**config.mk**
```make
export PLATFORM = sky130hd
export DESIGN_NAME = smc_lite
export DESIGN_NICKNAME = d
export VERILOG_FILES = /design/src/smc_pkg.sv /design/src/smc_access_if.sv /design/src/smc_timing_if.sv /design/src/smc_lite.sv /design/src/smc_mac.sv /design/src/smc_counters.sv /design/src/smc_state.sv /design/src/smc_host_front.sv
export SDC_FILE = /design/constraint.sdc
export NUM_CORES = 1
export LEC_CHECK = 0
export BUFFER_PORTS_ARGS = -buffer_cell sky130_fd_sc_hd__buf_2
export CAP_MARGIN = 20
export CORE_UTILIZATION = 50
export CTS_BUF_LIST = sky130_fd_sc_hd__clkbuf_8
export DETAILED_ROUTE_END_ITERATION = 8
export GPL_TIMING_DRIVEN = 0
export MAX_ROUTING_LAYER = met4
export PLACE_DENSITY = 0.78
export SYNTH_ARGS = -nofsm -noshare
export SYNTH_HDL_FRONTEND = slang
export SYNTH_SLANG_ARGS = --single-unit
export TNS_END_PERCENT = 50
```
**constraint.sdc**
```tcl
create_clock -name sys_clk24 -period 4.9 [get_ports sys_clk24]
set_input_delay 0.49 -clock sys_clk24 [delete_from_list [all_inputs] [get_ports sys_clk24]]
set_output_delay 0.49 -clock sys_clk24 [all_outputs]
set_load 0.02 [all_outputs]
```
**src/smc_pkg.sv**
```systemverilog
// Shared types and sizes for the static memory controller
// Imported by every RTL module and both interfaces

package smc_pkg;

  // --------------------
  // Sizes
  // --------------------
  localparam int ws_w   = 8;              // Wait-state count width
  localparam int edge_w = 2;              // csle, oete and cste width
  localparam int lanes  = 4;              // Byte cycles per word
  localparam int lane_w = $clog2(lanes);  // Lane counter width
  localparam int addr_w = 24;             // External word address
  localparam int data_w = 32;             // Host word
  localparam int byte_w = 8;              // External data bus

  // --------------------
  // Controller states
  // --------------------
  // One-hot, five bits wide
  typedef enum logic [4:0] {
    st_idle  = 5'b00001,  // No access
    st_store = 5'b00010,  // Load timing, chip select still high
    st_le    = 5'b00100,  // Chip select leading edge
    st_rw    = 5'b01000,  // Strobe active
    st_float = 5'b10000   // Chip select trailing edge
  } smc_state_e;

endpackage
```
**src/smc_access_if.sv**
```systemverilog
`timescale 1ns/1ns
// Pending host access shared by the front end, the MAC and the FSM
// take moves the access out of the slot and into the MAC

interface smc_access_if
  import smc_pkg::*;
();

  logic              new_access;  // Slot full, access not started
  logic              n_read;      // Active low read, pending access
  logic              n_r_read;    // Direction latched at last take
  logic [addr_w-1:0] addr;        // Word address of pending access
  logic [data_w-1:0] wdata;       // Write word of pending access
  logic              take;        // FSM accepts the pending access
  logic              mac_done;    // Lane counter on last lane

  modport front (
    output new_access, n_read, n_r_read, addr, wdata,
    input  take
  );

  modport mac (
    input  addr, wdata, take, n_r_read,
    output mac_done
  );

  modport fsm (
    input  new_access, n_read, n_r_read, mac_done,
    output take
  );

endinterface

```
**src/smc_timing_if.sv**
```systemverilog
`timescale 1ns/1ns
// Counter values and counter enables between the FSM and the counters
// The top level also reads the state and counts for the strobes

interface smc_timing_if
  import smc_pkg::*;
();

  // From the counters
  logic [edge_w-1:0] r_csle_count;  // Leading edge remaining
  logic [ws_w-1:0]   r_ws_count;    // Wait states remaining
  logic [edge_w-1:0] r_cste_count;  // Trailing edge remaining
  logic [edge_w-1:0] r_csle_store;  // csle of current access
  logic [edge_w-1:0] r_oete_store;  // oete of current access

  // From the FSM
  logic       le_enable;     // Load or count the csle counter
  logic       ws_enable;     // Reload wait and trailing counts
  logic       cste_enable;   // Count the trailing edge
  logic       valid_access;  // New access loads configuration
  smc_state_e state;         // Registered state
  smc_state_e next_state;    // Decoded next state

  modport fsm (
    input  r_csle_count, r_ws_count, r_cste_count, r_csle_store, r_oete_store,
    output le_enable, ws_enable, cste_enable, valid_access, state, next_state
  );

  modport cnt (
    output r_csle_count, r_ws_count, r_cste_count, r_csle_store, r_oete_store,
    input  le_enable, ws_enable, cste_enable, valid_access, state
  );

endinterface

```
**src/smc_lite.sv**
```systemverilog
`timescale 1ns/1ns
// Top level of the static memory controller
// Host word requests in, 8-bit asynchronous memory cycles out; timing
// comes from the cfg_ ports, sampled at the start of each access

module smc_lite
  import smc_pkg::*;
(
  input  logic                     sys_clk24,
  input  logic                     n_sys_reset24,
  input  logic                     req,         // Host request pulse
  input  logic                     rd,          // 1 for read
  input  logic [addr_w-1:0]        addr,
  input  logic [data_w-1:0]        wdata,
  output logic                     busy,
  output logic                     done,        // Word finished pulse
  output logic [data_w-1:0]        rdata,
  input  logic [edge_w-1:0]        cfg_csle,
  input  logic [ws_w-1:0]          cfg_ws,
  input  logic [edge_w-1:0]        cfg_oete,
  input  logic [edge_w-1:0]        cfg_cste,
  output logic                     mem_cs_n,
  output logic                     mem_oe_n,
  output logic                     mem_we_n,
  output logic [addr_w+lane_w-1:0] mem_addr,
  output logic [byte_w-1:0]        mem_wdata,
  input  logic [byte_w-1:0]        mem_rdata
);

  smc_timing_if tim ();
  smc_access_if acc ();

  logic smc_done;
  logic latch_data;
  logic smc_idle;
  logic r_cs_n;
  logic r_oe_n;
  logic r_we_n;
  logic r_cut_neg;  // Toggles mid-cycle at the end of a write lane
  logic r_cut_pos;  // Follows r_cut_neg on the next rising edge
  logic oe_end;     // Read strobe past its oete point

  smc_host_front front_i (.sys_clk24, .n_sys_reset24, .req, .rd, .addr, .wdata,
                          .busy, .acc(acc.front));

  smc_state state_i (.sys_clk24, .n_sys_reset24, .tim(tim.fsm), .acc(acc.fsm),
                     .smc_done, .latch_data, .smc_idle);

  smc_counters counters_i (.sys_clk24, .n_sys_reset24, .cfg_csle, .cfg_ws,
                           .cfg_oete, .cfg_cste, .tim(tim.cnt));

  smc_mac mac_i (.sys_clk24, .n_sys_reset24, .acc(acc.mac), .state(tim.state),
                 .smc_done, .latch_data, .mem_addr, .mem_wdata, .mem_rdata,
                 .rdata, .done);

  // --------------------
  // Memory strobes
  // --------------------
  // Lines up with the last latch_data cycle of the lane
  assign oe_end = (tim.state == st_rw) && (tim.r_ws_count != '0) &&
                  (tim.r_ws_count <= ws_w'(tim.r_oete_store));

  // Registered from the next state so the pins follow the state exactly
  always_ff @(posedge sys_clk24 or negedge n_sys_reset24)
  begin
    if (!n_sys_reset24)
    begin
      r_cs_n    <= 1'b1;
      r_oe_n    <= 1'b1;
      r_we_n    <= 1'b1;
      r_cut_pos <= 1'b0;
    end
    else
    begin
      r_cs_n    <= smc_idle || (tim.next_state == st_store);  // Low le to float
      r_oe_n    <= !(!acc.n_r_read && (tim.next_state == st_rw)) || oe_end;
      r_we_n    <= !(acc.n_r_read && (tim.next_state == st_rw));
      r_cut_pos <= r_cut_neg;
    end
  end

  // Write strobe rises half a cycle early so back-to-back rw lanes
  // still give the memory one rising edge per byte
  always_ff @(negedge sys_clk24 or negedge n_sys_reset24)
  begin
    if (!n_sys_reset24)
      r_cut_neg <= 1'b0;
    else if (acc.n_r_read && (tim.state == st_rw) && (tim.r_ws_count == '0))
      r_cut_neg <= !r_cut_neg;
  end

  assign mem_cs_n = r_cs_n;
  assign mem_oe_n = r_oe_n;
  assign mem_we_n = r_we_n || (r_cut_neg ^ r_cut_pos);

endmodule

```
**src/smc_mac.sv**
```systemverilog
`timescale 1ns/1ns
// Multiple-access control for 32-bit words on the 8-bit memory
// Steps the byte lanes, drives address and write byte, and packs read
// bytes back into a word, lane 0 in the low byte

module smc_mac
  import smc_pkg::*;
(
  input  logic                     sys_clk24,
  input  logic                     n_sys_reset24,
  smc_access_if.mac                acc,
  input  smc_state_e               state,
  input  logic                     smc_done,    // Byte cycle finished
  input  logic                     latch_data,  // Read data valid
  output logic [addr_w+lane_w-1:0] mem_addr,
  output logic [byte_w-1:0]        mem_wdata,
  input  logic [byte_w-1:0]        mem_rdata,
  output logic [data_w-1:0]        rdata,
  output logic                     done         // Word finished
);

  localparam logic [lane_w-1:0] last_lane = lane_w'(lanes - 1);

  logic [lane_w-1:0] r_lane;   // Current byte lane
  logic [addr_w-1:0] r_addr;   // Running word address
  logic [data_w-1:0] r_wdata;  // Running write word
  logic [data_w-1:0] r_rdata;  // Assembled read word
  logic              r_done;

  // --------------------
  // Lane sequencing
  // --------------------
  // Sits on the last lane between accesses so idle reads as done
  always_ff @(posedge sys_clk24 or negedge n_sys_reset24)
  begin
    if (!n_sys_reset24)
    begin
      r_lane <= last_lane;
      r_done <= 1'b0;
    end
    else
    begin
      r_done <= smc_done && acc.mac_done;  // One cycle after last lane
      if (acc.take)
        r_lane <= '0;
      else if (smc_done && !acc.mac_done)
        r_lane <= r_lane + 1'b1;
    end
  end

  // Access payload
  always_ff @(posedge sys_clk24)
  begin
    if (acc.take)
    begin
      r_addr  <= acc.addr;
      r_wdata <= acc.wdata;
    end
    if (latch_data && !acc.n_r_read)  // Reads only
      r_rdata[r_lane*byte_w +: byte_w] <= mem_rdata;
  end

  assign acc.mac_done = (r_lane == last_lane);
  assign mem_addr     = {r_addr, r_lane};
  // Write bus quiet in idle and during reads
  assign mem_wdata    = ((state == st_idle) || !acc.n_r_read) ? '0 :
                        r_wdata[r_lane*byte_w +: byte_w];
  assign rdata        = r_rdata;
  assign done         = r_done;

endmodule

```
**src/smc_counters.sv**
```systemverilog
`timescale 1ns/1ns
// Timing counters of the static memory controller
// Latches the configuration per access and counts the leading edge,
// wait states and trailing edge for the FSM

module smc_counters
  import smc_pkg::*;
(
  input  logic              sys_clk24,
  input  logic              n_sys_reset24,
  input  logic [edge_w-1:0] cfg_csle,   // Leading edge cycles
  input  logic [ws_w-1:0]   cfg_ws,     // Extra strobe cycles
  input  logic [edge_w-1:0] cfg_oete,   // Read strobe early end
  input  logic [edge_w-1:0] cfg_cste,   // Trailing edge cycles
  smc_timing_if.cnt         tim
);

  logic [edge_w-1:0] r_csle_count;
  logic [ws_w-1:0]   r_ws_count;
  logic [edge_w-1:0] r_cste_count;
  logic [edge_w-1:0] r_csle_store;
  logic [ws_w-1:0]   r_ws_store;    // Reload for later lanes
  logic [edge_w-1:0] r_oete_store;
  logic [edge_w-1:0] r_cste_store;  // Reload for later lanes

  // --------------------
  // Per-access store
  // --------------------
  always_ff @(posedge sys_clk24 or negedge n_sys_reset24)
  begin
    if (!n_sys_reset24)
    begin
      r_csle_store <= '0;
      r_ws_store   <= '0;
      r_oete_store <= '0;
      r_cste_store <= '0;
    end
    else if (tim.valid_access)  // Config sampled once per access
    begin
      r_csle_store <= cfg_csle;
      r_ws_store   <= cfg_ws;
      r_oete_store <= cfg_oete;
      r_cste_store <= cfg_cste;
    end
  end

  // --------------------
  // Down-counters
  // --------------------
  always_ff @(posedge sys_clk24 or negedge n_sys_reset24)
  begin
    if (!n_sys_reset24)
    begin
      r_csle_count <= '0;
      r_ws_count   <= '0;
      r_cste_count <= '0;
    end
    else if (tim.valid_access)
    begin
      r_csle_count <= cfg_csle;    // Straight from config
      r_ws_count   <= cfg_ws;
      r_cste_count <= cfg_cste;
    end
    else
    begin
      if (tim.le_enable)
        r_csle_count <= (tim.state == st_le) ? r_csle_count - 1'b1 : r_csle_store;
      if (tim.ws_enable)
      begin
        r_ws_count   <= r_ws_store;    // New lane
        r_cste_count <= r_cste_store;
      end
      else
      begin
        if ((tim.state == st_rw) && (r_ws_count != '0))
          r_ws_count <= r_ws_count - 1'b1;
        if (tim.cste_enable)
          r_cste_count <= r_cste_count - 1'b1;  // Counts into and through float
      end
    end
  end

  assign tim.r_csle_count = r_csle_count;
  assign tim.r_ws_count   = r_ws_count;
  assign tim.r_cste_count = r_cste_count;
  assign tim.r_csle_store = r_csle_store;
  assign tim.r_oete_store = r_oete_store;

endmodule

```
**src/smc_state.sv**
```systemverilog
`timescale 1ns/1ns
// Access timing FSM of the static memory controller
// Walks store, le, rw and float for each byte cycle and decodes the
// counter enables; back-to-back accesses skip idle and keep chip select

module smc_state
  import smc_pkg::*;
(
  input  logic      sys_clk24,
  input  logic      n_sys_reset24,
  smc_timing_if.fsm tim,
  smc_access_if.fsm acc,
  output logic      smc_done,    // Last cycle of a byte cycle
  output logic      latch_data,  // Read data window for the MAC
  output logic      smc_idle     // Heading for idle
);

  smc_state_e r_state;
  smc_state_e next_state;
  logic       ws_zero;       // Wait count expired
  logic       cste_zero;     // Trailing count expired
  logic       csle_used;     // Access has a leading edge
  logic       dir_change;    // Pending access turns the bus round
  logic       valid_access;

  assign ws_zero    = (tim.r_ws_count == '0);
  assign cste_zero  = (tim.r_cste_count == '0);
  assign csle_used  = (tim.r_csle_store != '0);
  assign dir_change = (acc.n_read != acc.n_r_read);

  // --------------------
  // Next state
  // --------------------
  always_comb
  begin
    next_state = st_idle;
    case (r_state)
      st_idle:
        if (acc.new_access)
          next_state = st_store;
      st_store:
        if (tim.r_csle_count != '0)
          next_state = st_le;
        else
          next_state = st_rw;
      st_le:
        if (tim.r_csle_count < 2'd2)  // Last leading edge cycle
          next_state = st_rw;
        else
          next_state = st_le;
      st_rw:
        if (!ws_zero)
          next_state = st_rw;         // Strobe still counting
        else if (!cste_zero)
          next_state = st_float;
        else if (!acc.mac_done)
          next_state = csle_used ? st_le : st_rw;  // Next lane
        else if (acc.new_access)
          next_state = dir_change ? st_store : st_rw;  // Chain
        else
          next_state = st_idle;
      st_float:
        if (!cste_zero)
          next_state = st_float;
        else if (!acc.mac_done)
          next_state = csle_used ? st_le : st_rw;
        else if (acc.new_access)
          next_state = dir_change ? st_store : st_rw;
        else
          next_state = st_idle;
      default:
        next_state = st_idle;
    endcase
  end

  always_ff @(posedge sys_clk24 or negedge n_sys_reset24)
  begin
    if (!n_sys_reset24)
      r_state <= st_idle;
    else
      r_state <= next_state;
  end

  // --------------------
  // Decodes
  // --------------------
  // Byte cycle ends in rw when there is no float, else in float
  assign smc_done = ((r_state == st_rw) && ws_zero && cste_zero) ||
                    ((r_state == st_float) && cste_zero);

  // Strobe tail, oete cycles before rw ends
  assign latch_data = (r_state == st_rw) &&
                      (tim.r_ws_count[edge_w-1:0] >= tim.r_oete_store) &&
                      (tim.r_ws_count[ws_w-1:edge_w] == '0);

  // Slot waiting and the running access on its final cycle, or idle
  assign valid_access = acc.new_access && acc.mac_done &&
                        ((r_state == st_idle) || smc_done);

  // csle counter runs in le, reloads on the way into a lane
  assign tim.le_enable = ((next_state == st_le) || (next_state == st_rw)) &&
                         (r_state != st_store);

  // Lane restart from rw or float within one access
  assign tim.ws_enable = !valid_access &&
                         ((next_state == st_le) || (next_state == st_rw)) &&
                         ((r_state == st_float) || ((r_state == st_rw) && ws_zero));

  assign tim.cste_enable  = (next_state == st_float);
  assign tim.valid_access = valid_access;
  assign tim.state        = r_state;
  assign tim.next_state   = next_state;
  assign acc.take         = valid_access && acc.new_access;
  assign smc_idle         = (next_state == st_idle);  // Front of idle

endmodule

```
**src/smc_host_front.sv**
```systemverilog
`timescale 1ns/1ns
// Host side of the controller
// Captures a request pulse into a one-entry slot until the FSM takes it

module smc_host_front
  import smc_pkg::*;
(
  input  logic              sys_clk24,
  input  logic              n_sys_reset24,
  input  logic              req,     // One cycle request pulse
  input  logic              rd,      // 1 for read
  input  logic [addr_w-1:0] addr,
  input  logic [data_w-1:0] wdata,
  output logic              busy,    // Slot occupied
  smc_access_if.front       acc
);

  logic              r_full;      // Slot holds a request
  logic              r_n_read;    // Active low read, pending request
  logic              r_n_r_read;  // Direction of last taken request
  logic [addr_w-1:0] r_addr;
  logic [data_w-1:0] r_wdata;
  logic              accept;      // Request lands in an empty slot

  assign accept = req && !r_full;  // Full slot ignores req

  // Slot and direction history
  always_ff @(posedge sys_clk24 or negedge n_sys_reset24)
  begin
    if (!n_sys_reset24)
    begin
      r_full     <= 1'b0;
      r_n_read   <= 1'b1;
      r_n_r_read <= 1'b1;
    end
    else if (acc.take)
    begin
      r_full     <= 1'b0;
      r_n_r_read <= r_n_read;  // Becomes the running direction
    end
    else if (accept)
    begin
      r_full   <= 1'b1;
      r_n_read <= ~rd;
    end
  end

  // Request payload
  always_ff @(posedge sys_clk24)
  begin
    if (accept)
    begin
      r_addr  <= addr;
      r_wdata <= wdata;
    end
  end

  assign acc.new_access = r_full;
  assign acc.n_read     = r_n_read;
  assign acc.n_r_read   = r_n_r_read;
  assign acc.addr       = r_addr;
  assign acc.wdata      = r_wdata;
  assign busy           = r_full;

endmodule

```
=== Word level (Yosys, flattened, before mapping) ===
Index checks and enable logic that the tools add are counted.

* Bits in registers: 186
* Output and inout port bits: 71
* Word-level logic and storage cells: 123
* Input bits: 82

* Bitwise logic cells: 3
* Add/sub/neg operators: 5
* Reductions and logical operators: 48
* Shift operators: 3
* Magnitude comparators: 3
* Muxes and demuxes: 25
* Eq/ne operators: 13

{| class="wikitable"
|+ Operators by type and width
! cell !! number
|-
| negation 5 -> 34 bit || 1
|-
| variable shift 8 x 34 -> 32 bit, first input constant || 1
|-
| variable part select 8 x 34 -> 32 bit || 1
|-
| bitwise mux 32 bit || 1
|-
| two-way mux 8 bit || 4
|-
| variable part select 32 x 6 -> 8 bit || 1
|-
| one-hot mux 5 bit (5 select lines) || 1
|-
| logical AND 1 bit || 21
|-
| two-way mux 5 bit || 4
|-
| two-way mux 2 bit || 9
|-
| two-way mux 4 bit || 4
|-
| equality test 5 x 1 -> 1 bit, second input constant || 2
|-
| equality test 5 x 2 -> 1 bit, second input constant || 2
|-
| equality test 5 x 3 -> 1 bit, second input constant || 2
|-
| equality test 5 x 4 -> 1 bit, second input constant || 2
|-
| equality test 5 bit, second input constant || 2
|-
| nonzero test 2 bit || 5
|-
| less-or-equal comparator 8 x 2 -> 1 bit || 1
|-
| zero test 8 bit || 1
|-
| logical OR 1 bit || 8
|-
| nonzero test 8 bit || 1
|-
| subtractor 8 x 1 -> 8 bit, second input constant || 1
|-
| zero test 1 bit || 7
|-
| zero test 6 bit || 1
|-
| 13 further kinds || 17
|}

=== Depth between registers and ports, before layout ===
* Depth after elaboration: 13
* Depth in mapped cells: 10

=== Cells and area by module ===
A second synthesis with hierarchy kept.

* Cells, all modules: 469
* Area total of the unflattened synthesis: 7571.0 um2

{| class="wikitable"
|+ By module, submodules not included
! module !! cells an instance !! instances !! area an instance (um2)
|-
| smc_mac || 167 || 1 || 3448.3
|-
| smc_host_front || 67 || 1 || 1818.0
|-
| smc_counters || 133 || 1 || 1375.1
|-
| smc_state || 75 || 1 || 609.3
|-
| smc_lite || 27 || 1 || 320.3
|}

==> run summary <==
The run finished with clean final reports. The area used by multi-input combinational logic is 1710 um2, and the post-CTS clock slew at the launch and capture registers of the worst setup and hold paths is 0.09 ns. The wire-length estimate of the detail-placed layout is 9.64 mm.

The worst setup path is launched from a flip-flop. The number of setup buffers added after CTS is 0. Once the floorplan was initialized, standard cells occupied 51.6% of the core.

The number of max-slew violations in the final report was 0; the register bit total from synthesis was 186. The run gives 0 as the number of hold buffers added after CTS. The die covers 14900 um2. Number of buffers inserted during clock tree synthesis: 17. The clock passes through at most 2 buffers. Setup repair after global routing left no endpoint under its margin. The area growth from synthesis to layout is 19.3%.

For this block, the via count after detailed routing is 4422. After clock tree synthesis, the repair step resized 0 gates. For the pin with the worst max-slew slack, the measured transition is 0.958 ns. Across the VDD grid, the largest voltage drop is 237 uV. Once placement completed, the tool counted placed cells totaling 794. The number of nets in the final layout was 727; the post-route clock skew was 0.0519 ns. The count of cell types in the netlist is 59, and the residual overflow from global routing is 0. The Yosys step of the flow raised 0 warnings. The share of flip-flops with an asynchronous set or reset is 22.6%, and the worst path buffer plus inverter count is 1.

The maximum fanout count along the critical path came out at 6. The most used flip-flop cell after synthesis is sky130_fd_sc_hd__edfxtp_1. The run gives 312 as the number of DRC markers in iteration 0. The placed instances occupy a cell area of 8240 um2. STA puts the critical path data arrival time at 2.24 ns. The worst min-delay path category was in -> async. Once routing completed, OpenROAD measured the worst setup slack at 0.459 ns. Worst setup slack after placement: 0.522 ns.

Placer congestion estimate: 0.905. Leaving out fill and tap cells, the most frequent cell in the layout is sky130_fd_sc_hd__buf_2. For this run, design rule violations remaining after detail routing come to 0.

Headroom to the max-slew limit came out at 36.0%. The worst register-to-register path has a setup slack of 0.46 ns. The slowest stage of the critical path is the sky130_fd_sc_hd__or4_1 cell. The delay of the slowest cell on the worst path was 0.53 ns; the die boundary width was 122 um. The tools report the number of sinks driven by the clock tree as 186. In the final layout, the share of cells above drive strength 1 is 33.0%. TritonCTS built the clock tree. Summed over all failing endpoints, the final setup total negative slack is 0 ns. Setup violations remaining at the end of the flow were counted as 0. The average routed wire per standard cell is 16.5 um. The tools report the first-pass GRT wire length as 21.2 mm. The first TritonRoute pass finished after 7 iterations. The top cell types in the final layout, fill and taps aside, are 154 x sky130_fd_sc_hd__buf_2, 144 x sky130_fd_sc_hd__edfxtp_1, 49 x sky130_fd_sc_hd__nand2_1, 39 x sky130_fd_sc_hd__and2_1, 33 x sky130_fd_sc_hd__dfrtp_1.

The detail route stage leaves a number of antenna-violating nets equal to 0. The number of nets handed over by synthesis was 553. The maximum level of the CTS H-tree was 4; the worst hold slack after final layout was 0.180 ns. Across the run, the number of max-cap violations was 0.

The tools report the number of global-route vias before repair as 4401. The logs give 153 for the number of top-level design ports and 0 for the total count of hold-check failures in the final report. The synthesized design contains 144 enable-type register cells. The count of non-filler cells in the finished layout was 826. The critical path goes through or4_1 > clkbuf_1 > nor4_2 > nand2_1 > xnor2_1. The final layout contains routed wiring with a total length of 13.7 mm. After technology mapping, the gate count stands at 459. Registers take 5390 um2.

The run gives 1035 as the total of fill cells in the finished design. Cell at the root of the clock tree: sky130_fd_sc_hd__clkbuf_8. During placement, the flow inserted port buffers numbering 152. The number of standard-cell rows in the floorplan was 43; the sequential element share of the synthesized area was 74.9%.

The vias per cell was 5.35. For the worst setup path, the data required time is 2.70 ns. Power spread over the standard cell area amounts to 355 nW/um2. The logs give 0.45 ns for the clock insertion delay at the later pin of the skew report and 44 for the maximum number of pins on one net before global-route repair.

Kind of cell adding the most delay to the critical path: simple AND/OR/NAND/NOR gates. The antenna diode count was 0. Chip height: 122 um. In this run the static leakage power is 0.00345 uW. The initial antenna violation count is 0, and the summed area of non-filler cells in the final layout is 8590 um2. The placeable core region is 13900 um2, and the global-route usage over all layers is 20.0%.

The critical path class was reg -> reg. The cell area that synthesis handed to floorplanning was 7190 um2. Kind of capture point of the worst setup path: a flip-flop. Averaged over all synthesized cells, the footprint is 15.7 um2.
[cell families after synthesis]
| family | count (synthesis) | synth area share, % |
|---|---|---|
| adders and majority gates | 12 | 2.09 |
| muxes | 10 | 2.78 |
| and+or+nand+nor | 153 | 11.1 |
| buffers and inverters | 26 | 1.50 |
| DFF | 186 | 74.9 |
| xor gates and xnor gates | 12 | 1.46 |
| AOI/OAI and AO/OA | 60 | 6.17 |
[path summary, 6_finish.rpt]
path | start | end | cells after the start
max in group asynchronous | n_sys_reset24 | r_cut_neg$_DFFE_NN0P_ | 1
min in group sys_clk24 | rd | front_i.acc.n_read$_DFFE_PN1P_ | 2
max | counters_i.tim.r_ws_count[3]$_DFFE_PN0P_ | r_cut_neg$_DFFE_NN0P_ | 5
min | n_sys_reset24 | counters_i.r_cste_store[1]$_DFFE_PN0P_ | 1
min reg2reg | front_i.acc.wdata[29]$_DFFE_PP_ | mac_i.r_wdata[29]$_DFFE_PP_ | 0
max reg2reg | counters_i.tim.r_ws_count[3]$_DFFE_PN0P_ | r_cut_neg$_DFFE_NN0P_ | 5
[through the flow]
step           util (%)  power [uW]
3_5_place_dp       59.1        2170
2_1_floorplan         -        2050
3_3_place_gp       58.7        2160
4_1_cts            61.6        3070
5_1_grt            61.6        3180
6_report           61.6        3050
[power by group]
group,switching [uW],internal (uW)
combinational,196,142
clock,547,359
sequential,59.9,1740
[cell type report]
cell class                 instances  share of cell area (%)
clock inverter                    15                    1.31
multi-input combinational        247                    19.9
sequential                       186                    62.7
inverter                          15                   0.656
timing repair buffer             155                    9.46
clock buffer                      17                    2.73
tap                              180                    2.62
buffer                            11                   0.597
[synth_stat cells (all sizes together) (9+ instances only)]
cell type  number  area share, %
ha             12            2.1
inv            15           0.78
and3           12            1.0
nor2           19           0.99
and2           39            3.4
edfxtp        144             60
a21oi          12           0.83
nand2          49            2.6
o21ai           9           0.63
dfrtp          33             11
[routing by layer]
| metal | up-vias | part of all wire, % | track usage (%) |
|---|---|---|---|
| li1 | 2057 | - | - |
| met1 | 2151 | 43 | 24.3 |
| met2 | 195 | 49 | 32.3 |
| met3 | 19 | 7.0 | 4.82 |
| met4 | 0 | 1.6 | 7.95 |
| met5 | - | 0 | - |
[registers in the layout (all words and copies together), names as in the netlist, 5 cells and up]
name,cells
counters_i.r_ws_store,8
counters_i.tim.r_ws_count,8
front_i.acc.addr,24
front_i.acc.wdata,32
mac_i.r_addr,24
mac_i.r_wdata,32
mac_i.rdata,32
state_i.tim.state,5
[worst reg2reg max path: cells and delay by family (launching register included)]
family	cells	cell delay, ns
AND/OR/NAND/NOR	3	1.04
buffers and inverters	1	0.18
flip-flops	1	0.44
XOR/XNOR	1	0.14
(Power assumes the default switching activity.)
